[src/hdl/age_pipe_pkg.sv]
package age_pipe_pkg;

    // Payload width of every item
    localparam int DATA_W = 16;

    // Age counter width, counts saturate at AGE_MAX
    localparam int AGE_W = 8;
    localparam logic [AGE_W-1:0] AGE_MAX = {AGE_W{1'b1}};

    // One item as it travels down the chain
    typedef struct packed {
        logic [DATA_W-1:0] payload;
        logic [AGE_W-1:0]  age;
    } age_item_t;

    // Saturating age increment
    // An item that reached AGE_MAX stays there and never wraps back to young
    function automatic logic [AGE_W-1:0] age_inc(input logic [AGE_W-1:0] age);
        logic [AGE_W-1:0] next_age;
        if (age == AGE_MAX) begin
            next_age = age;
        end else begin
            next_age = age + 1'b1;
        end
        return next_age;
    endfunction

endpackage

[src/hdl/skid_stage.sv]
`timescale 1ns/100ps

// Two-entry buffered handshake stage
// Main entry feeds the output, extra entry catches an item when main is stuck
// Every held item gets one year older per clock
module skid_stage
    import age_pipe_pkg::*;
(
    input  logic      clk,
    input  logic      rst,

    // Upstream side
    input  age_item_t up_item,
    input  logic      up_valid,
    output logic      up_ready,

    // Downstream side
    output age_item_t dn_item,
    output logic      dn_valid,
    input  logic      dn_ready
);

    // Main entry, always the one presented downstream
    age_item_t main_item;
    logic      main_valid;

    // Extra entry, only used while main is full and stalled
    age_item_t extra_item;
    logic      extra_valid;

    // Handshake helpers
    logic      shift_in;
    logic      shift_out;
    logic      main_free;
    logic      main_en;
    logic      extra_en;

    // Source for a main entry load
    age_item_t refill_item;

    // Ready only depends on state here, high while the extra entry is empty
    assign up_ready  = !extra_valid;

    assign shift_in  = up_valid && up_ready;
    assign shift_out = main_valid && dn_ready;

    // Main can take a new item if empty or emptying this cycle
    assign main_free = !main_valid || shift_out;

    // Extra entry always has priority, it holds the older item
    assign main_en     = main_free && (extra_valid || shift_in);
    assign refill_item = extra_valid ? extra_item : up_item;

    // Park the incoming item when main is occupied and not draining
    assign extra_en = shift_in && main_valid && !shift_out;

    // Control state
    always_ff @(posedge clk) begin
        if (rst) begin
            main_valid  <= 1'b0;
            extra_valid <= 1'b0;
        end else begin
            if (main_en) begin
                main_valid <= 1'b1;
            end else if (shift_out) begin
                main_valid <= 1'b0;
            end

            // A drain with extra full always refills main from extra
            if (extra_en) begin
                extra_valid <= 1'b1;
            end else if (shift_out) begin
                extra_valid <= 1'b0;
            end
        end
    end

    // Main entry payload and age
    // The capture edge itself counts as one cycle of age
    always_ff @(posedge clk) begin
        if (main_en) begin
            main_item.payload <= refill_item.payload;
            main_item.age     <= age_inc(refill_item.age);
        end else if (main_valid) begin
            // Still waiting, keep aging
            main_item.age <= age_inc(main_item.age);
        end
    end

    // Extra entry payload and age
    always_ff @(posedge clk) begin
        if (extra_en) begin
            extra_item.payload <= up_item.payload;
            extra_item.age     <= age_inc(up_item.age);
        end else if (extra_valid) begin
            extra_item.age <= age_inc(extra_item.age);
        end
    end

    // Output straight from the main entry
    assign dn_item  = main_item;
    assign dn_valid = main_valid;

endmodule

[src/hdl/age_limit_filter.sv]
`timescale 1ns/100ps

// Age filter at the end of the chain
// Young items pass through untouched, over-age items are swallowed
// Purely combinational on the item path
module age_limit_filter
    import age_pipe_pkg::*;
#(
    // Largest age still forwarded
    parameter int AGE_LIMIT = 12
) (
    input  logic        clk,
    input  logic        rst,

    // From the last skid stage
    input  age_item_t   in_item,
    input  logic        in_valid,
    output logic        in_ready,

    // To the outside
    output age_item_t   out_item,
    output logic        out_valid,
    input  logic        out_ready,

    // Number of items thrown away
    output logic [15:0] drop_count
);

    // Limit at the age width, clipped so a huge limit just never drops
    localparam logic [AGE_W-1:0] LIMIT =
        (AGE_LIMIT >= int'(AGE_MAX)) ? AGE_MAX : AGE_W'(AGE_LIMIT);

    logic too_old;
    logic drop;

    assign too_old = in_item.age > LIMIT;

    // Over-age items are never shown downstream
    assign out_item  = in_item;
    assign out_valid = in_valid && !too_old;

    // Stale items are consumed right away, regardless of out_ready
    assign in_ready  = too_old || out_ready;

    // Item consumed without being delivered
    assign drop = in_valid && too_old;

    // Saturating drop counter
    always_ff @(posedge clk) begin
        if (rst) begin
            drop_count <= '0;
        end else if (drop && (drop_count != 16'hffff)) begin
            drop_count <= drop_count + 16'd1;
        end
    end

endmodule

[src/hdl/delivery_stats.sv]
`timescale 1ns/100ps

// Output statistics
// Passive observer of the output handshake, drives nothing on the item path
module delivery_stats
    import age_pipe_pkg::*;
(
    input  logic             clk,
    input  logic             rst,

    // Observed output port
    input  age_item_t        item,
    input  logic             valid,
    input  logic             ready,

    // Items delivered so far
    output logic [15:0]      delivered_count,
    // Oldest age ever delivered
    output logic [AGE_W-1:0] max_age
);

    logic fire;

    // One transfer per edge with both valid and ready high
    assign fire = valid && ready;

    // Delivered count, saturating
    always_ff @(posedge clk) begin
        if (rst) begin
            delivered_count <= '0;
        end else if (fire && (delivered_count != 16'hffff)) begin
            delivered_count <= delivered_count + 16'd1;
        end
    end

    // Running maximum of the delivered age
    always_ff @(posedge clk) begin
        if (rst) begin
            max_age <= '0;
        end else if (fire && (item.age > max_age)) begin
            max_age <= item.age;
        end
    end

endmodule

[src/hdl/age_pipe_top.sv]
`timescale 1ns/100ps

// Age-tracking elastic pipeline
// NUM_STAGES skid stages, then the age filter, with stats on the output port
module age_pipe_top
    import age_pipe_pkg::*;
#(
    // Depth of the skid chain, 1 to 8
    parameter int NUM_STAGES = 3,
    // Largest age the filter lets through
    parameter int AGE_LIMIT  = 12
) (
    input  logic             clk,
    input  logic             rst,

    // Input port, items arrive with age 0
    input  age_item_t        in_item,
    input  logic             in_valid,
    output logic             in_ready,

    // Output port after the filter
    output age_item_t        out_item,
    output logic             out_valid,
    input  logic             out_ready,

    // Status
    output logic [15:0]      drop_count,
    output logic [15:0]      delivered_count,
    output logic [AGE_W-1:0] max_age
);

    // Links between stages
    // Index 0 is the input port, index NUM_STAGES feeds the filter
    age_item_t               chain_item [NUM_STAGES+1];
    logic [NUM_STAGES:0]     chain_valid;
    logic [NUM_STAGES:0]     chain_ready;

    // Head of the chain
    assign chain_item[0]  = in_item;
    assign chain_valid[0] = in_valid;
    assign in_ready       = chain_ready[0];

    // Skid chain
    for (genvar k = 0; k < NUM_STAGES; k++) begin : g_stage
        skid_stage u_stage (
            .clk      (clk),
            .rst      (rst),
            .up_item  (chain_item[k]),
            .up_valid (chain_valid[k]),
            .up_ready (chain_ready[k]),
            .dn_item  (chain_item[k+1]),
            .dn_valid (chain_valid[k+1]),
            .dn_ready (chain_ready[k+1])
        );
    end

    // Drop stale items at the tail
    age_limit_filter #(
        .AGE_LIMIT (AGE_LIMIT)
    ) u_filter (
        .clk        (clk),
        .rst        (rst),
        .in_item    (chain_item[NUM_STAGES]),
        .in_valid   (chain_valid[NUM_STAGES]),
        .in_ready   (chain_ready[NUM_STAGES]),
        .out_item   (out_item),
        .out_valid  (out_valid),
        .out_ready  (out_ready),
        .drop_count (drop_count)
    );

    // Watch what actually leaves the pipeline
    delivery_stats u_stats (
        .clk             (clk),
        .rst             (rst),
        .item            (out_item),
        .valid           (out_valid),
        .ready           (out_ready),
        .delivered_count (delivered_count),
        .max_age         (max_age)
    );

endmodule

[config.mk]
export PLATFORM = sky130hd
export DESIGN_NAME = age_pipe_top
export DESIGN_NICKNAME = d
export VERILOG_FILES = /design/src/hdl/age_pipe_pkg.sv /design/src/hdl/skid_stage.sv /design/src/hdl/age_limit_filter.sv /design/src/hdl/delivery_stats.sv /design/src/hdl/age_pipe_top.sv
export SDC_FILE = /design/constraint.sdc
export NUM_CORES = 1
export LEC_CHECK = 0
export BUFFER_PORTS_ARGS = -buffer_cell sky130_fd_sc_hd__buf_4
export CORE_MARGIN = 3
export CORE_UTILIZATION = 35
export DETAILED_ROUTE_END_ITERATION = 10
export GPL_ROUTABILITY_DRIVEN = 1
export GPL_TIMING_DRIVEN = 0
export PLACE_DENSITY = 0.51
export RECOVER_POWER = 25
export REMOVE_ABC_BUFFERS = 1
export SYNTH_ARGS = -nofsm -noshare
export SYNTH_HDL_FRONTEND = slang
export SYNTH_SLANG_ARGS = --single-unit
export TNS_END_PERCENT = 20
[constraint.sdc]
create_clock -name clk -period 8.04 [get_ports clk]
set_clock_uncertainty 0.15 [all_clocks]
set_input_delay 0.402 -clock clk [delete_from_list [all_inputs] [get_ports clk]]
set_output_delay 0.402 -clock clk [all_outputs]
set_load 0.01 [all_outputs]
==> qor.json, run 1 <==
{
  "yosys": {
    "netlist_area_sq_um": 9798,
    "synth_async_sr_flop_share_pct": 0,
    "postSynthCellCount": 855,
    "synth.distinct_cells": 62,
    "synth-seq-area-share_pct": 53.53,
    "synth-edff-count": 144,
    "synthesis.area_per_instance_sq_um": 11.46,
    "yosys_warnings": 0,
    "synth_seq_cells": 190,
    "synth_ff_type": "sky130_fd_sc_hd__edfxtp_1"
  },
  "timing": {
    "timing.fmax_mhz": 274.2,
    "finalSetupViolations": 0,
    "timing.final.hold_violations": 0,
    "finalMaxSlewViolations": 42,
    "slew_limit_headroom_pct": -6.250,
    "setup_tns_ns": 0,
    "worstMarginPinSlew_ns": 1.592,
    "period_minus_ws_final_ns": 3.647,
    "rsz0062_at_grt": "no",
    "whs_ns": 0.06908,
    "post-route-period-util_pct": 45.36
  },
  "global_routing": {
    "grt_use_total_pct": 13.48,
    "vias_in_the_first_global_route": 6437,
    "global_route_track_usage_on_met2_pct": 21.77,
    "grt_first_pass_wirelength_mm": 33.67,
    "grt_max_degree": 44,
    "antenna_found_initial": 0,
    "global_route.usage.met1_pct": 18.42,
    "global_routing_usage_on_met3_pct": 2.781,
    "grt-ovfl-total": 0,
    "global_route.peak_usage_layer": "met2"
  },
  "finish": {
    "fillers": 2671,
    "synthToLayoutAreaGrowth_pct": 13.95,
    "design_area_sq_um": 11160,
    "nets": 973,
    "diodes": 0,
    "layout.area.seq_sq_um": 5248,
    "layout-drive-gt1-share_pct": 15.05,
    "multi_input_comb_area_sq_um": 4126
  },
  "critical_path": {
    "worst_ep_required_time_ns": 8.18,
    "critical_path_depth": 7,
    "timing.critical_path.fanout_max": 41,
    "critical_path_arrival_ns": 3.79,
    "critical_path.top_delay_family": "flip-flops",
    "timing.reg2reg.worst_path_depth": 7,
    "critPathKind": "reg2reg",
    "timing.critical_path.from_type": "register",
    "worstPathBufferInverterCount": 0,
    "end_kind": "register",
    "timing.critical_path.from": "g_stage[1].u_stage.extra_valid$_SDFFE_PP0P_",
    "crit_chain": "mux2_2 -> ha_1 -> nand4_1 -> nand2_1 -> nand3_1 -> a2111oi_0 -> a211o_1",
    "critical-path-slowest-cell": "sky130_fd_sc_hd__dfxtp_1",
    "slowest_delay_ns": 1.39,
    "crit-reg2reg-launch": "g_stage[1].u_stage.extra_valid$_SDFFE_PP0P_"
  },
  "run": {
    "drv_cap": 1
  },
  "routing": {
    "detailroute.via_count": 6461,
    "ant_nets": 0,
    "wire_length_per_cell_um": 15.45,
    "drcViolationCount": 0,
    "drt_iter0_drc": 280,
    "post_dr_vias_cell": 4.936,
    "totalWireLength_mm": 20.22,
    "firstDrtPassIters": 4
  },
  "placement": {
    "port_buf_inserts": 93,
    "routabilityCongestion": 0.7928,
    "post-dp-hpwl_mm": 13.86,
    "detailed_place.area_sq_um": 10640
  },
  "power": {
    "pwr_density_cell_nw_per_um2": 201.2,
    "cellLeakagePower_nw": 3.799,
    "vdd_ir_drop_max_uv": 107.9
  },
  "clock_network": {
    "clkTransAtPathRegs_ns": 0.07,
    "clockRootBuffer": "sky130_fd_sc_hd__clkbuf_16",
    "postCtsSetupBuffers": 0,
    "ctsHtreeMaxLevel": 4,
    "cts_inserted_buffers": 17,
    "clk_latency_ns": 0.43,
    "cts.path.max_buffers": 2,
    "cts_tree": "done",
    "cts_sinks": 190
  },
  "hold_path": {
    "hold_path_class": "in2reg",
    "hold_depth": 1,
    "launch_point_of_the_worst_hold_path": "in_item[20]"
  },
  "floorplanning": {
    "rows": 60,
    "starting_density_pct": 35.96,
    "design.die.area_sq_um": 30040,
    "floorplan.core_area_sq_um": 27250,
    "die_h_um": 173.3,
    "die_w_um": 173.3,
    "boundaryPins": 94
  },
  "status": {
    "failed_checks": "capacitance limit, slew limit",
    "run_status": "finished, violations left"
  }
}
synthesized netlist by cell type (all sizes together) (4+ instances only):
master / number / area [sq um]
o21ai: 42 / 214.0
nand4: 24 / 156.4
mux2: 61 / 686.9
and2: 9 / 56.30
and3: 16 / 110.1
nand3: 36 / 180.2
nand4b: 5 / 43.79
ha: 21 / 262.8
dfxtp: 46 / 920.9
mux2i: 37 / 370.4
nand3b: 6 / 48.80
nor2b: 6 / 37.54
xor2: 18 / 157.7
nand2: 59 / 221.5
buf: 44 / 285.3
nor3: 12 / 65.06
clkbuf: 14 / 53.80
nor4b: 4 / 35.03
xnor2: 47 / 411.6
nor2: 63 / 236.5
inv: 23 / 86.33
a31oi: 10 / 62.56
nor4: 6 / 52.55
and4: 12 / 105.1
a211oi: 14 / 105.1
edfxtp: 144 / 4324
or3: 7 / 43.79
nand2b: 6 / 37.54
a21oi: 30 / 150.1
metrics by stage:
stage | setup WS, ns | total power (W) | util (%) | cells
3_3_place_gp | 3.970 | 0.001409 | 38.98 | 1262
5_1_grt | 4.134 | 0.002356 | 40.97 | 1309
4_1_cts | 4.534 | 0.002287 | 41.79 | 1309
2_1_floorplan | 4.852 | 0.001325 | - | 797
3_5_place_dp | 4.558 | 0.001412 | 39.06 | 1263
6_report | 4.393 | 0.002246 | 40.97 | 1309
routing by layer:
metal  vias to the layer above  wire, um
met1                      3050     10120
met4                         0       244
met3                        17       599
met5                         -         0
li1                       3300         -
met2                        94      9262
timing repair:
item | in CTS | in global routing
endpoints found under the setup margin | 0 | 0
gates resized for setup | 0 | 0
hold buffers | 14 | 0
endpoints found under the hold margin | 14 | 0
area by class of cell:
class,count,share of cell area (%)
clock buffer,18,3.844
clock inverter,14,1.558
inverter,24,0.8069
multi-input combinational,583,36.96
sequential,190,47.00
tap,372,4.169
timing repair buffer,108,5.660
power breakdown:
group	switching, W	internal (W)
Clock	0.000412	0.000447
Sequential	0.0000506	0.00111
Combinational	0.000120	0.000107
worst reg2reg max path: stages, from the launching register on:
cell,delay (ns)
sky130_fd_sc_hd__dfxtp_1,1.39
sky130_fd_sc_hd__mux2_2,0.41
sky130_fd_sc_hd__ha_1,0.23
sky130_fd_sc_hd__nand4_1,0.15
sky130_fd_sc_hd__nand2_1,0.24
sky130_fd_sc_hd__nand3_1,0.26
sky130_fd_sc_hd__a2111oi_0,0.54
sky130_fd_sc_hd__a211o_1,0.16
final timing paths:
check / to / slack [ns]
worst max register to register: g_stage[1].u_stage.dn_item[3]$_DFFE_PP_ / 4.39
worst min register to register: g_stage[2].u_stage.extra_item[17]$_DFFE_PP_ / 0.30
worst max-delay path: g_stage[1].u_stage.dn_item[3]$_DFFE_PP_ / 4.39
worst min-delay path: g_stage[0].u_stage.extra_item[20]$_DFFE_PP_ / 0.07
cell usage in the layout (no fill, tap or decap), types with 4 or more instances in the layout:
master	count
sky130_fd_sc_hd__nor4_1	5
sky130_fd_sc_hd__clkbuf_16	17
sky130_fd_sc_hd__or3_1	7
sky130_fd_sc_hd__and2_1	9
sky130_fd_sc_hd__xnor2_1	47
sky130_fd_sc_hd__a31oi_1	10
sky130_fd_sc_hd__and4_1	12
sky130_fd_sc_hd__o21ai_0	39
sky130_fd_sc_hd__ha_1	21
sky130_fd_sc_hd__dlygate4sd3_1	14
sky130_fd_sc_hd__nand2b_1	6
sky130_fd_sc_hd__nand4b_1	5
sky130_fd_sc_hd__nand3b_1	5
sky130_fd_sc_hd__clkbuf_1	60
sky130_fd_sc_hd__clkinv_8	4
sky130_fd_sc_hd__nand3_1	36
sky130_fd_sc_hd__a211oi_1	14
sky130_fd_sc_hd__a21oi_1	30
sky130_fd_sc_hd__clkbuf_4	7
sky130_fd_sc_hd__nand4_1	23
sky130_fd_sc_hd__nand2_1	59
sky130_fd_sc_hd__inv_1	22
sky130_fd_sc_hd__xor2_1	18
sky130_fd_sc_hd__edfxtp_1	144
sky130_fd_sc_hd__inv_8	4
sky130_fd_sc_hd__nor3_1	11
sky130_fd_sc_hd__nor2_1	63
sky130_fd_sc_hd__and3_1	14
sky130_fd_sc_hd__dfxtp_1	44
sky130_fd_sc_hd__nor4b_1	4
sky130_fd_sc_hd__mux2_2	61
sky130_fd_sc_hd__buf_4	27
sky130_fd_sc_hd__mux2i_1	37
sky130_fd_sc_hd__nor2b_1	5
sequential cells by signal, indices dropped and copies added, names as in the netlist:
register,cells
g_stage.u_stage.dn_item,72
g_stage.u_stage.dn_valid,3
g_stage.u_stage.extra_item,72
g_stage.u_stage.extra_valid,3
u_filter.drop_count,16
u_stats.delivered_count,16
u_stats.max_age,8
kinds of logic after synthesis:
kind of cell | synth area share, %
fa+ha+maj | 2.682
simple gates | 15.20
mux | 10.79
compound gates | 7.611
xor+xnor | 5.810
buf+inv | 4.380
flops | 53.53
No activity file was read; power rests on OpenSTA's default activity.
==> run 2, diff against run 1 <==
--- a/config.mk
+++ b/config.mk
@@ -5,6 +5,7 @@
 export SDC_FILE = /design/constraint.sdc
 export NUM_CORES = 1
 export LEC_CHECK = 0
+export ABC_AREA = 1
 export BUFFER_PORTS_ARGS = -buffer_cell sky130_fd_sc_hd__buf_4
 export CORE_MARGIN = 3
 export CORE_UTILIZATION = 35
==> constraint.sdc (replaced) <==
create_clock -name clk -period 3.5 [get_ports clk]
set_clock_uncertainty 0.15 [all_clocks]
set_input_delay 0.175 -clock clk [delete_from_list [all_inputs] [get_ports clk]]
set_output_delay 0.175 -clock clk [all_outputs]
set_load 0.01 [all_outputs]
==> run 2 against run 1 <==
Compared with the run above:
- the run now ends clean
- flip-flop and latch count unchanged
- register-to-register slack worse by 4.0 ns
- largest power group unchanged
- wire length up 9.5%
- utilization down 0.078 points
- largest cell class unchanged
- hold slack worse by 0.036 ns
- die area up 5.2%
- fmax up 16%
- total power up 120%
- synthesized area up 5.4%
==> qor.json, run 2 <==
{
  "status": {
    "run_status": {"value": "finished clean", "change": "was finished, violations left"}
  },
  "yosys": {
    "post-synth-top-count-cell": {"value": "sky130_fd_sc_hd__nand2_1", "change": "was sky130_fd_sc_hd__edfxtp_1"},
    "yosys.area.top_type_share": {"value": 41.88, "unit": "%", "change": "was 44.13%"},
    "synth-edff-count": {"value": 144, "change": "unchanged"},
    "synth.top_cells.by_area": {"value": "sky130_fd_sc_hd__edfxtp_1 42%, sky130_fd_sc_hd__nand2_1 17%, sky130_fd_sc_hd__dfxtp_1 8.9%", "change": "was sky130_fd_sc_hd__edfxtp_1 44%, sky130_fd_sc_hd__dfxtp_1 9.4%, sky130_fd_sc_hd__mux2_2 7.0%"},
    "netlist_area": {"value": 10330, "unit": "sq um", "change": "was 9798 sq um"},
    "synth_ff_type": {"value": "sky130_fd_sc_hd__edfxtp_1", "change": "unchanged"},
    "postSynthCellCount": {"value": 1247, "change": "was 855"},
    "synth_seq_cells": {"value": 190, "change": "unchanged"},
    "netlist.top_cell.by_area": {"value": "sky130_fd_sc_hd__edfxtp_1", "change": "unchanged"},
    "yosys-top-cells-count": {"value": "476 x sky130_fd_sc_hd__nand2_1, 144 x sky130_fd_sc_hd__edfxtp_1, 93 x sky130_fd_sc_hd__inv_1, 93 x sky130_fd_sc_hd__nor2_1, 91 x sky130_fd_sc_hd__nand3_1", "change": "was 144 x sky130_fd_sc_hd__edfxtp_1, 63 x sky130_fd_sc_hd__nor2_1, 61 x sky130_fd_sc_hd__mux2_2"},
    "synthesis.area_per_instance": {"value": 8.281, "unit": "sq um", "change": "was 11.46 sq um"},
    "synth.distinct_cells": {"value": 41, "change": "was 62"},
    "synth_async_sr_flop_share": {"value": 0, "unit": "%", "change": "unchanged"},
    "yosys_warnings": {"value": 0, "change": "unchanged"},
    "synth-seq-area-share": {"value": 50.79, "unit": "%", "change": "was 53.53%"}
  },
  "clock_network": {
    "cts_inserted_buffers": {"value": 17, "change": "unchanged"},
    "cts.path.max_buffers": {"value": 2, "change": "unchanged"},
    "postCtsSetupBuffers": {"value": 0, "change": "unchanged"},
    "clockRootBuffer": {"value": "sky130_fd_sc_hd__clkbuf_16", "change": "unchanged"},
    "cts_sinks": {"value": 190, "change": "unchanged"},
    "clkTransAtPathRegs": {"value": 0.09, "unit": "ns", "change": "was 0.07 ns"},
    "clk_latency": {"value": 0.43, "unit": "ns", "change": "about the same"},
    "ctsHtreeMaxLevel": {"value": 4, "change": "unchanged"},
    "cts_tree": {"value": "done", "change": "unchanged"}
  },
  "global_routing": {
    "vias_in_the_first_global_route": {"value": 7540, "change": "was 6437"},
    "antenna_found_initial": {"value": 0, "change": "unchanged"},
    "global_route.peak_usage_layer": {"value": "met2", "change": "unchanged"},
    "global_route.usage.met1": {"value": 19.35, "unit": "%", "change": "was 18.42%"},
    "grt_max_degree": {"value": 32, "change": "was 44"},
    "global_route_track_usage_on_met2": {"value": 23.85, "unit": "%", "change": "was 21.77%"},
    "grt_use_total": {"value": 14.30, "unit": "%", "change": "was 13.48%"},
    "grt-ovfl-total": {"value": 0, "change": "unchanged"},
    "global_routing_usage_on_met3": {"value": 2.375, "unit": "%", "change": "was 2.781%"},
    "grt_first_pass_wirelength": {"value": 36.95, "unit": "mm", "change": "was 33.67 mm"}
  },
  "routing": {
    "post_dr_vias_cell": {"value": 4.622, "change": "was 4.936"},
    "drt_iter0_drc": {"value": 382, "change": "was 280"},
    "detailroute.via_count": {"value": 7978, "change": "was 6461"},
    "totalWireLength": {"value": 22.14, "unit": "mm", "change": "was 20.22 mm"},
    "ant_nets": {"value": 0, "change": "unchanged"},
    "wire_length_per_cell": {"value": 12.83, "unit": "um", "change": "was 15.45 um"},
    "drcViolationCount": {"value": 0, "change": "unchanged"},
    "firstDrtPassIters": {"value": 5, "change": "was 4"}
  },
  "timing": {
    "period_minus_ws_final": {"value": 3.156, "unit": "ns", "change": "was 3.647 ns"},
    "timing.fmax": {"value": 316.9, "unit": "MHz", "change": "was 274.2 MHz"},
    "slew_limit_headroom": {"value": 24.47, "unit": "%", "change": "was -6.250%"},
    "post-route-period-util": {"value": 90.16, "unit": "%", "change": "was 45.36%"},
    "rsz0062_at_grt": {"value": "no", "change": "unchanged"},
    "worstMarginPinSlew": {"value": 1.121, "unit": "ns", "change": "was 1.592 ns"},
    "finalMaxSlewViolations": {"value": 0, "change": "was 42"},
    "timing.final.hold_violations": {"value": 0, "change": "unchanged"},
    "finalSetupViolations": {"value": 0, "change": "unchanged"}
  },
  "placement": {
    "routabilityCongestion": {"value": 0.7965, "change": "was 0.7928"},
    "numPlacedInstances": {"value": 1673, "change": "was 1263"},
    "post-dp-hpwl": {"value": 15.59, "unit": "mm", "change": "was 13.86 mm"},
    "port_buf_inserts": {"value": 93, "change": "unchanged"}
  },
  "finish": {
    "nets": {"value": 1378, "change": "was 973"},
    "final_core_util": {"value": 40.89, "unit": "%", "change": "was 40.97%"},
    "layout_common_cells": {"value": "476 x sky130_fd_sc_hd__nand2_1, 144 x sky130_fd_sc_hd__edfxtp_1, 93 x sky130_fd_sc_hd__inv_1, 93 x sky130_fd_sc_hd__nor2_1, 91 x sky130_fd_sc_hd__nand3_1", "change": "was 144 x sky130_fd_sc_hd__edfxtp_1, 63 x sky130_fd_sc_hd__nor2_1, 61 x sky130_fd_sc_hd__mux2_2"},
    "layout-drive-gt1-share": {"value": 10.13, "unit": "%", "change": "was 15.05%"},
    "synthToLayoutAreaGrowth": {"value": 14.27, "unit": "%", "change": "was 13.95%"},
    "layoutNonFillerInstCount": {"value": 1726, "change": "was 1309"},
    "final_common_cell": {"value": "sky130_fd_sc_hd__nand2_1", "change": "was sky130_fd_sc_hd__edfxtp_1"},
    "diodes": {"value": 0, "change": "unchanged"}
  },
  "floorplanning": {
    "starting_density": {"value": 35.78, "unit": "%", "change": "was 35.96%"},
    "rows": {"value": 62, "change": "was 60"},
    "die_h": {"value": 177.8, "unit": "um", "change": "was 173.3 um"},
    "boundaryPins": {"value": 94, "change": "unchanged"},
    "floorplan.core_area": {"value": 28860, "unit": "sq um", "change": "was 27250 sq um"},
    "design.die.area": {"value": 31600, "unit": "sq um", "change": "was 30040 sq um"},
    "die_w": {"value": 177.8, "unit": "um", "change": "was 173.3 um"}
  },
  "power": {
    "total_switching_power": {"value": 0.001380, "unit": "W", "change": "was 0.0005828 W"},
    "seq_power_share": {"value": 50.3, "unit": "%", "change": "was 51.6%"},
    "vdd_ir_drop_max": {"value": 263.3, "unit": "uV", "change": "was 107.9 uV"},
    "swShare": {"value": 27.41, "unit": "%", "change": "was 25.94%"},
    "comb_power_share": {"value": 7.8, "unit": "%", "change": "was 10.1%"},
    "clockPowerShare": {"value": 41.9, "unit": "%", "change": "was 38.2%"},
    "pwr_density_cell": {"value": 426.5, "unit": "nW/um^2", "change": "was 201.2 nW/um^2"},
    "p_int": {"value": 0.003653, "unit": "W", "change": "was 0.001664 W"},
    "cellLeakagePower": {"value": 4.693, "unit": "nW", "change": "was 3.799 nW"}
  },
  "critical_path": {
    "worst-r2r-setup-slack": {"value": 0.34, "unit": "ns", "change": "was 4.39 ns"},
    "worst_ep_required_time": {"value": 3.45, "unit": "ns", "change": "was 8.18 ns"},
    "critPathKind": {"value": "reg2reg", "change": "unchanged"},
    "timing.critical_path.fanout_max": {"value": 31, "change": "was 41"},
    "crit_chain": {"value": "inv_1 -> a21oi_2 -> clkinv_1 -> nand2_1", "change": "was mux2_2 -> ha_1 -> nand4_1 -> nand2_1 -> nand3_1 -> a2111oi_0 -> a211o_1"},
    "slowest_delay": {"value": 0.74, "unit": "ns", "change": "was 1.39 ns"},
    "timing.reg2reg.worst_path_depth": {"value": 4, "change": "was 7"},
    "crit-reg2reg-launch": {"value": "g_stage[1].u_stage.extra_valid$_SDFFE_PP0P_", "change": "unchanged"},
    "end_kind": {"value": "register", "change": "unchanged"},
    "timing.critical_path.from_type": {"value": "register", "change": "unchanged"},
    "critical_path_arrival": {"value": 3.11, "unit": "ns", "change": "was 3.79 ns"},
    "critical-path-slowest-cell": {"value": "sky130_fd_sc_hd__dfxtp_2", "change": "was sky130_fd_sc_hd__dfxtp_1"},
    "r2r_end": {"value": "g_stage[1].u_stage.dn_item[6]$_DFFE_PP_", "change": "was g_stage[1].u_stage.dn_item[3]$_DFFE_PP_"}
  },
  "hold_path": {
    "hold_path_class": {"value": "in2reg", "change": "unchanged"},
    "worst_hold_path_ep": {"value": "u_stats.delivered_count[9]$_SDFFE_PP0P_", "change": "was g_stage[0].u_stage.extra_item[20]$_DFFE_PP_"},
    "launch_point_of_the_worst_hold_path": {"value": "rst", "change": "was in_item[20]"},
    "hold_depth": {"value": 2, "change": "was 1"}
  },
  "run": {
    "drv_cap": {"value": 0, "change": "was 1"}
  }
}
-- run 2: metrics by stage --
stage / worst slack, ns / total power, W / TNS, ns / area [sq um] / hold WS, ns
after floorplan: -0.3809 / 0.002828 / -4.172 / 9967 / 0.08744
after global placement: -2.168 / 0.002963 / -52.62 / 11150 / 0.2135
after detailed placement: -0.5359 / 0.002969 / -7.001 / 11160 / 0.2145
after CTS: 0.2903 / 0.005108 / 0 / 12040 / 0.01244
after global routing: 0.09248 / 0.005253 / 0 / 11800 / 0.03423
final: 0.3443 / 0.005033 / 0 / 11800 / 0.03306
-- run 2: kinds of logic after synthesis --
| logic type | Yosys count | share of synthesized area [%] |
|---|---|---|
| DFF | 190 | 50.79 |
| adders and majority gates | 21 | 2.545 |
| buffers and inverters | 154 | 7.234 |
| AOI/OAI and AO/OA | 113 | 6.252 |
| and+or+nand+nor | 730 | 29.87 |
| xor gates and xnor gates | 39 | 3.308 |
-- run 2: power groups by stage --
stage | Clock (W) | Combinational, W | Sequential [W]
after floorplan | 0 | 0.000252 | 0.00258
after global placement | 0 | 0.000381 | 0.00258
after detailed placement | 0 | 0.000386 | 0.00258
after CTS | 0.00217 | 0.000407 | 0.00253
after global routing | 0.00225 | 0.000459 | 0.00254
final | 0.00211 | 0.000392 | 0.00253
-- run 2: worst max-delay path by stage --
| stage | end | cells past startpoint | slack, ns | from |
|---|---|---|---|---|
| after floorplan | g_stage[1].u_stage.dn_item[0]$_DFFE_PP_ | 4 | -0.38 | g_stage[1].u_stage.extra_valid$_SDFFE_PP0P_ |
| after global placement | g_stage[1].u_stage.dn_item[6]$_DFFE_PP_ | 4 | -2.17 | g_stage[1].u_stage.extra_valid$_SDFFE_PP0P_ |
| after detailed placement | g_stage[1].u_stage.extra_item[0]$_DFFE_PP_ | 4 | -0.54 | g_stage[2].u_stage.extra_valid$_SDFFE_PP0P_ |
| after CTS | g_stage[1].u_stage.dn_item[6]$_DFFE_PP_ | 4 | 0.29 | g_stage[1].u_stage.extra_valid$_SDFFE_PP0P_ |
| after global routing | g_stage[1].u_stage.dn_item[2]$_DFFE_PP_ | 4 | 0.09 | g_stage[1].u_stage.extra_valid$_SDFFE_PP0P_ |
| final | g_stage[1].u_stage.dn_item[6]$_DFFE_PP_ | 4 | 0.34 | g_stage[1].u_stage.extra_valid$_SDFFE_PP0P_ |
-- run 2: repair_timing --
action	CTS	global route
hold endpoints to repair	38	0
resized for setup	4	0
hold buffers	21	0
setup endpoints to repair	32	0
-- run 2: area by class of cell --
cell class,count,area [sq um]
clock buffers,17,425.4
clock inverters,15,227.7
fillers,2997,17060
inverters,102,387.9
multi-input cells,903,4343
flip-flops and latches,190,5249
well taps,384,480.5
repair buffers,115,686.9
-- run 2: worst max-delay path: cells and delay by family, from the launching register on --
kind / cells / cell delay (ns)
flip-flops: 1 / 0.74
buffers and inverters: 2 / 0.96
AND/OR/NAND/NOR: 1 / 0.36
AO/OA/AOI/OAI: 1 / 0.59
-- run 2: per-layer routing --
metal	vias to the layer above	routed length, um
met5	-	0
met4	0	203
met3	15	602
met2	102	10550
met1	3640	10780
li1	4221	-
==> run 3, diff against run 2 <==
--- a/config.mk
+++ b/config.mk
@@ -12,10 +12,9 @@
 export DETAILED_ROUTE_END_ITERATION = 10
 export GPL_ROUTABILITY_DRIVEN = 1
 export GPL_TIMING_DRIVEN = 0
-export PLACE_DENSITY = 0.51
 export RECOVER_POWER = 25
 export REMOVE_ABC_BUFFERS = 1
 export SYNTH_ARGS = -nofsm -noshare
 export SYNTH_HDL_FRONTEND = slang
 export SYNTH_SLANG_ARGS = --single-unit
-export TNS_END_PERCENT = 20
+export TNS_END_PERCENT = 10
==> run 3 against run 2 <==
Compared with the run above:
- utilization shrank 0.13 points
- final cell count did not move
- combinational power hardly changed
- flip-flop and latch count stayed put
- register-to-register slack worse by 0.02 ns
- setup slack lost 0.018 ns
- clock-buffer cell count unchanged
- hold slack worse by 0.017 ns
- sequential share of layout area is 0.14 points higher
- die area unchanged
- critical path type unchanged
- largest cell class unchanged
- largest power group unchanged
==> qor.json, run 3 (synthesis gave the netlist of run 2 again) <==
{
  "status": {
    "run_status": {"value": "finished clean", "change": "unchanged"}
  },
  "clock_network": {
    "ctsHtreeMaxLevel": {"value": 4, "change": "unchanged"},
    "clockRootBuffer": {"value": "sky130_fd_sc_hd__clkbuf_16", "change": "unchanged"},
    "clkTransAtPathRegs": {"value": 0.08, "unit": "ns", "change": "was 0.09 ns"},
    "cts_sinks": {"value": 190, "change": "unchanged"},
    "clk_latency": {"value": 0.45, "unit": "ns", "change": "was 0.43 ns"},
    "cts_inserted_buffers": {"value": 17, "change": "unchanged"},
    "cts_tree": {"value": "done", "change": "unchanged"},
    "postCtsSetupBuffers": {"value": 0, "change": "unchanged"},
    "cts.path.max_buffers": {"value": 2, "change": "unchanged"}
  },
  "power": {
    "p_int": {"value": 0.003652, "unit": "W", "change": "was 0.003653 W"},
    "comb_power_share": {"value": 8.0, "unit": "%", "change": "was 7.8%"},
    "seq_power_share": {"value": 51.9, "unit": "%", "change": "was 50.3%"},
    "pwr_density_cell": {"value": 414.9, "unit": "nW/um^2", "change": "was 426.5 nW/um^2"},
    "clockPowerShare": {"value": 40.1, "unit": "%", "change": "was 41.9%"},
    "total_switching_power": {"value": 0.001229, "unit": "W", "change": "was 0.001380 W"},
    "vdd_ir_drop_max": {"value": 261.7, "unit": "uV", "change": "was 263.3 uV"},
    "cellLeakagePower": {"value": 4.684, "unit": "nW", "change": "was 4.693 nW"},
    "swShare": {"value": 25.17, "unit": "%", "change": "was 27.41%"},
    "power.total": {"value": 0.004881, "unit": "W", "change": "was 0.005033 W"}
  },
  "critical_path": {
    "end_kind": {"value": "register", "change": "unchanged"},
    "r2r_end": {"value": "g_stage[1].u_stage.dn_item[7]$_DFFE_PP_", "change": "was g_stage[1].u_stage.dn_item[6]$_DFFE_PP_"},
    "critPathKind": {"value": "reg2reg", "change": "unchanged"},
    "crit-reg2reg-launch": {"value": "g_stage[1].u_stage.extra_valid$_SDFFE_PP0P_", "change": "unchanged"},
    "worst-r2r-setup-slack": {"value": 0.33, "unit": "ns", "change": "was 0.34 ns"},
    "critical_path_arrival": {"value": 3.14, "unit": "ns", "change": "was 3.11 ns"},
    "slowest_delay": {"value": 0.73, "unit": "ns", "change": "was 0.74 ns"},
    "worst_ep_required_time": {"value": 3.46, "unit": "ns", "change": "was 3.45 ns"},
    "crit_chain": {"value": "inv_1 -> a21oi_4 -> buf_6 -> clkinv_1 -> nand2_1", "change": "was inv_1 -> a21oi_2 -> clkinv_1 -> nand2_1"},
    "timing.reg2reg.worst_path_depth": {"value": 5, "change": "was 4"},
    "timing.critical_path.from_type": {"value": "register", "change": "unchanged"},
    "timing.critical_path.fanout_max": {"value": 31, "change": "unchanged"},
    "worstPathBufferInverterCount": {"value": 3, "change": "was 2"},
    "critical-path-slowest-cell": {"value": "sky130_fd_sc_hd__dfxtp_2", "change": "unchanged"},
    "critical_path.top_delay_family": {"value": "buffers and inverters", "change": "unchanged"}
  },
  "floorplanning": {
    "starting_density": {"value": 35.78, "unit": "%", "change": "unchanged"},
    "boundaryPins": {"value": 94, "change": "unchanged"},
    "rows": {"value": 62, "change": "unchanged"},
    "design.die.area": {"value": 31600, "unit": "sq um", "change": "unchanged"},
    "die_w": {"value": 177.8, "unit": "um", "change": "unchanged"},
    "die_h": {"value": 177.8, "unit": "um", "change": "unchanged"},
    "floorplan.core_area": {"value": 28860, "unit": "sq um", "change": "unchanged"}
  },
  "finish": {
    "layout_common_cells": {"value": "476 x sky130_fd_sc_hd__nand2_1, 144 x sky130_fd_sc_hd__edfxtp_1, 93 x sky130_fd_sc_hd__inv_1, 93 x sky130_fd_sc_hd__nor2_1, 91 x sky130_fd_sc_hd__nand3_1", "change": "unchanged"},
    "synthToLayoutAreaGrowth": {"value": 13.92, "unit": "%", "change": "was 14.27%"},
    "final_common_cell": {"value": "sky130_fd_sc_hd__nand2_1", "change": "unchanged"},
    "layout-drive-gt1-share": {"value": 10.36, "unit": "%", "change": "was 10.13%"},
    "layoutNonFillerInstCount": {"value": 1726, "change": "unchanged"},
    "diodes": {"value": 0, "change": "unchanged"},
    "design_area": {"value": 11760, "unit": "sq um", "change": "was 11800 sq um"},
    "nets": {"value": 1378, "change": "unchanged"}
  },
  "placement": {
    "port_buf_inserts": {"value": 93, "change": "unchanged"},
    "post-dp-hpwl": {"value": 15.20, "unit": "mm", "change": "was 15.59 mm"},
    "routabilityCongestion": {"value": 0.8337, "change": "was 0.7965"},
    "detailed_place.area": {"value": 11160, "unit": "sq um", "change": "about the same"},
    "numPlacedInstances": {"value": 1673, "change": "unchanged"}
  },
  "routing": {
    "drt_iter0_drc": {"value": 401, "change": "was 382"},
    "firstDrtPassIters": {"value": 5, "change": "unchanged"},
    "drcViolationCount": {"value": 0, "change": "unchanged"},
    "totalWireLength": {"value": 21.58, "unit": "mm", "change": "was 22.14 mm"},
    "wire_length_per_cell": {"value": 12.50, "unit": "um", "change": "was 12.83 um"},
    "ant_nets": {"value": 0, "change": "unchanged"},
    "post_dr_vias_cell": {"value": 4.619, "change": "was 4.622"},
    "detailroute.via_count": {"value": 7973, "change": "was 7978"}
  },
  "timing": {
    "timing.final.hold_violations": {"value": 0, "change": "unchanged"},
    "worstMarginPinSlew": {"value": 1.090, "unit": "ns", "change": "was 1.121 ns"},
    "setup_tns": {"value": 0, "unit": "ns", "change": "unchanged"},
    "slew_limit_headroom": {"value": 26.59, "unit": "%", "change": "was 24.47%"},
    "rsz0062_at_grt": {"value": "yes", "change": "was no"},
    "period_minus_ws_final": {"value": 3.173, "unit": "ns", "change": "was 3.156 ns"},
    "finalSetupViolations": {"value": 0, "change": "unchanged"},
    "timing.fmax": {"value": 315.1, "unit": "MHz", "change": "was 316.9 MHz"},
    "post-route-period-util": {"value": 90.67, "unit": "%", "change": "was 90.16%"},
    "finalMaxSlewViolations": {"value": 0, "change": "unchanged"}
  },
  "hold_path": {
    "hold_path_class": {"value": "in2reg", "change": "unchanged"},
    "worst_hold_path_ep": {"value": "u_stats.delivered_count[9]$_SDFFE_PP0P_", "change": "unchanged"},
    "hold_depth": {"value": 2, "change": "unchanged"},
    "launch_point_of_the_worst_hold_path": {"value": "rst", "change": "unchanged"}
  },
  "run": {
    "drv_cap": {"value": 0, "change": "unchanged"}
  },
  "global_routing": {
    "grt_first_pass_wirelength": {"value": 36.41, "unit": "mm", "change": "was 36.95 mm"},
    "grt-ovfl-total": {"value": 0, "change": "unchanged"},
    "grt_use_total": {"value": 14.09, "unit": "%", "change": "was 14.30%"},
    "antenna_found_initial": {"value": 0, "change": "unchanged"},
    "grt_max_degree": {"value": 32, "change": "unchanged"},
    "vias_in_the_first_global_route": {"value": 7736, "change": "was 7540"}
  }
}
[run 3: changes by cell type in the layout (fill, tap and decap cells not counted), sizes merged]
cell / change
buf: +2
bufinv: +1
clkbuf: -2
clkinv: +3
clkinvlp: +1
inv: -5
[run 3: final cells by class]
| class | instances | area [sq um] |
|---|---|---|
| clock buffers | 17 | 425.4 |
| clock inverters | 15 | 176.4 |
| fillers | 2928 | 17090 |
| inverters | 102 | 387.9 |
| multi-input cells | 903 | 4350 |
| flip-flops and latches | 190 | 5249 |
| well taps | 384 | 480.5 |
| repair buffers | 115 | 694.4 |
[run 3: per-layer routing]
| layer | track usage, % | wire (um) | share of wire [%] | vias to the layer above |
|---|---|---|---|---|
| li1 | - | - | - | 4221 |
| met1 | 17.67 | 9937 | 46 | 3618 |
| met2 | 24.40 | 10590 | 49 | 110 |
| met3 | 2.910 | 725 | 3.4 | 24 |
| met4 | 4.254 | 329 | 1.5 | 0 |
| met5 | 0 | 0 | 0 | - |
[run 3: worst max path at each step]
stage | start | endpoint | depth (start not counted)
2_1_floorplan | g_stage[1].u_stage.extra_valid$_SDFFE_PP0P_ | g_stage[1].u_stage.dn_item[0]$_DFFE_PP_ | 4
5_1_grt | g_stage[1].u_stage.extra_valid$_SDFFE_PP0P_ | g_stage[1].u_stage.dn_item[7]$_DFFE_PP_ | 5
6_report | g_stage[1].u_stage.extra_valid$_SDFFE_PP0P_ | g_stage[1].u_stage.dn_item[7]$_DFFE_PP_ | 5
3_5_place_dp | g_stage[1].u_stage.extra_valid$_SDFFE_PP0P_ | g_stage[1].u_stage.dn_item[7]$_DFFE_PP_ | 5
3_3_place_gp | g_stage[1].u_stage.extra_valid$_SDFFE_PP0P_ | g_stage[1].u_stage.dn_item[6]$_DFFE_PP_ | 4
4_1_cts | g_stage[2].u_stage.extra_valid$_SDFFE_PP0P_ | g_stage[1].u_stage.extra_item[7]$_DFFE_PP_ | 4
[run 3: power groups by stage]
| stage | registers, W | logic, W | clock network [W] |
|---|---|---|---|
| finish | 0.00253 | 0.000391 | 0.00196 |
| global route | 0.00254 | 0.000454 | 0.00210 |
| global placement | 0.00258 | 0.000377 | 0 |
| CTS | 0.00253 | 0.000405 | 0.00201 |
| floorplan | 0.00258 | 0.000252 | 0 |
| detailed placement | 0.00258 | 0.000383 | 0 |
[run 3: through the flow]
| stage | hold WS [ns] | worst slack (ns) | util, % |
|---|---|---|---|
| after global routing | 0.02196 | -0.01365 | 40.76 |
| after detailed placement | 0.2140 | -0.6348 | 38.68 |
| after global placement | 0.2137 | -2.206 | 38.62 |
| after CTS | 0.0009051 | 0.05352 | 41.54 |
| final | 0.01633 | 0.3266 | 40.76 |
| after floorplan | 0.08744 | -0.3809 | - |
[run 3: what timing repair did]
item / in CTS / in global routing
endpoints found under the hold margin: 38 / 0
gates resized for setup: 3 / 2
endpoints found under the setup margin: 36 / 24
hold buffers: 21 / 0
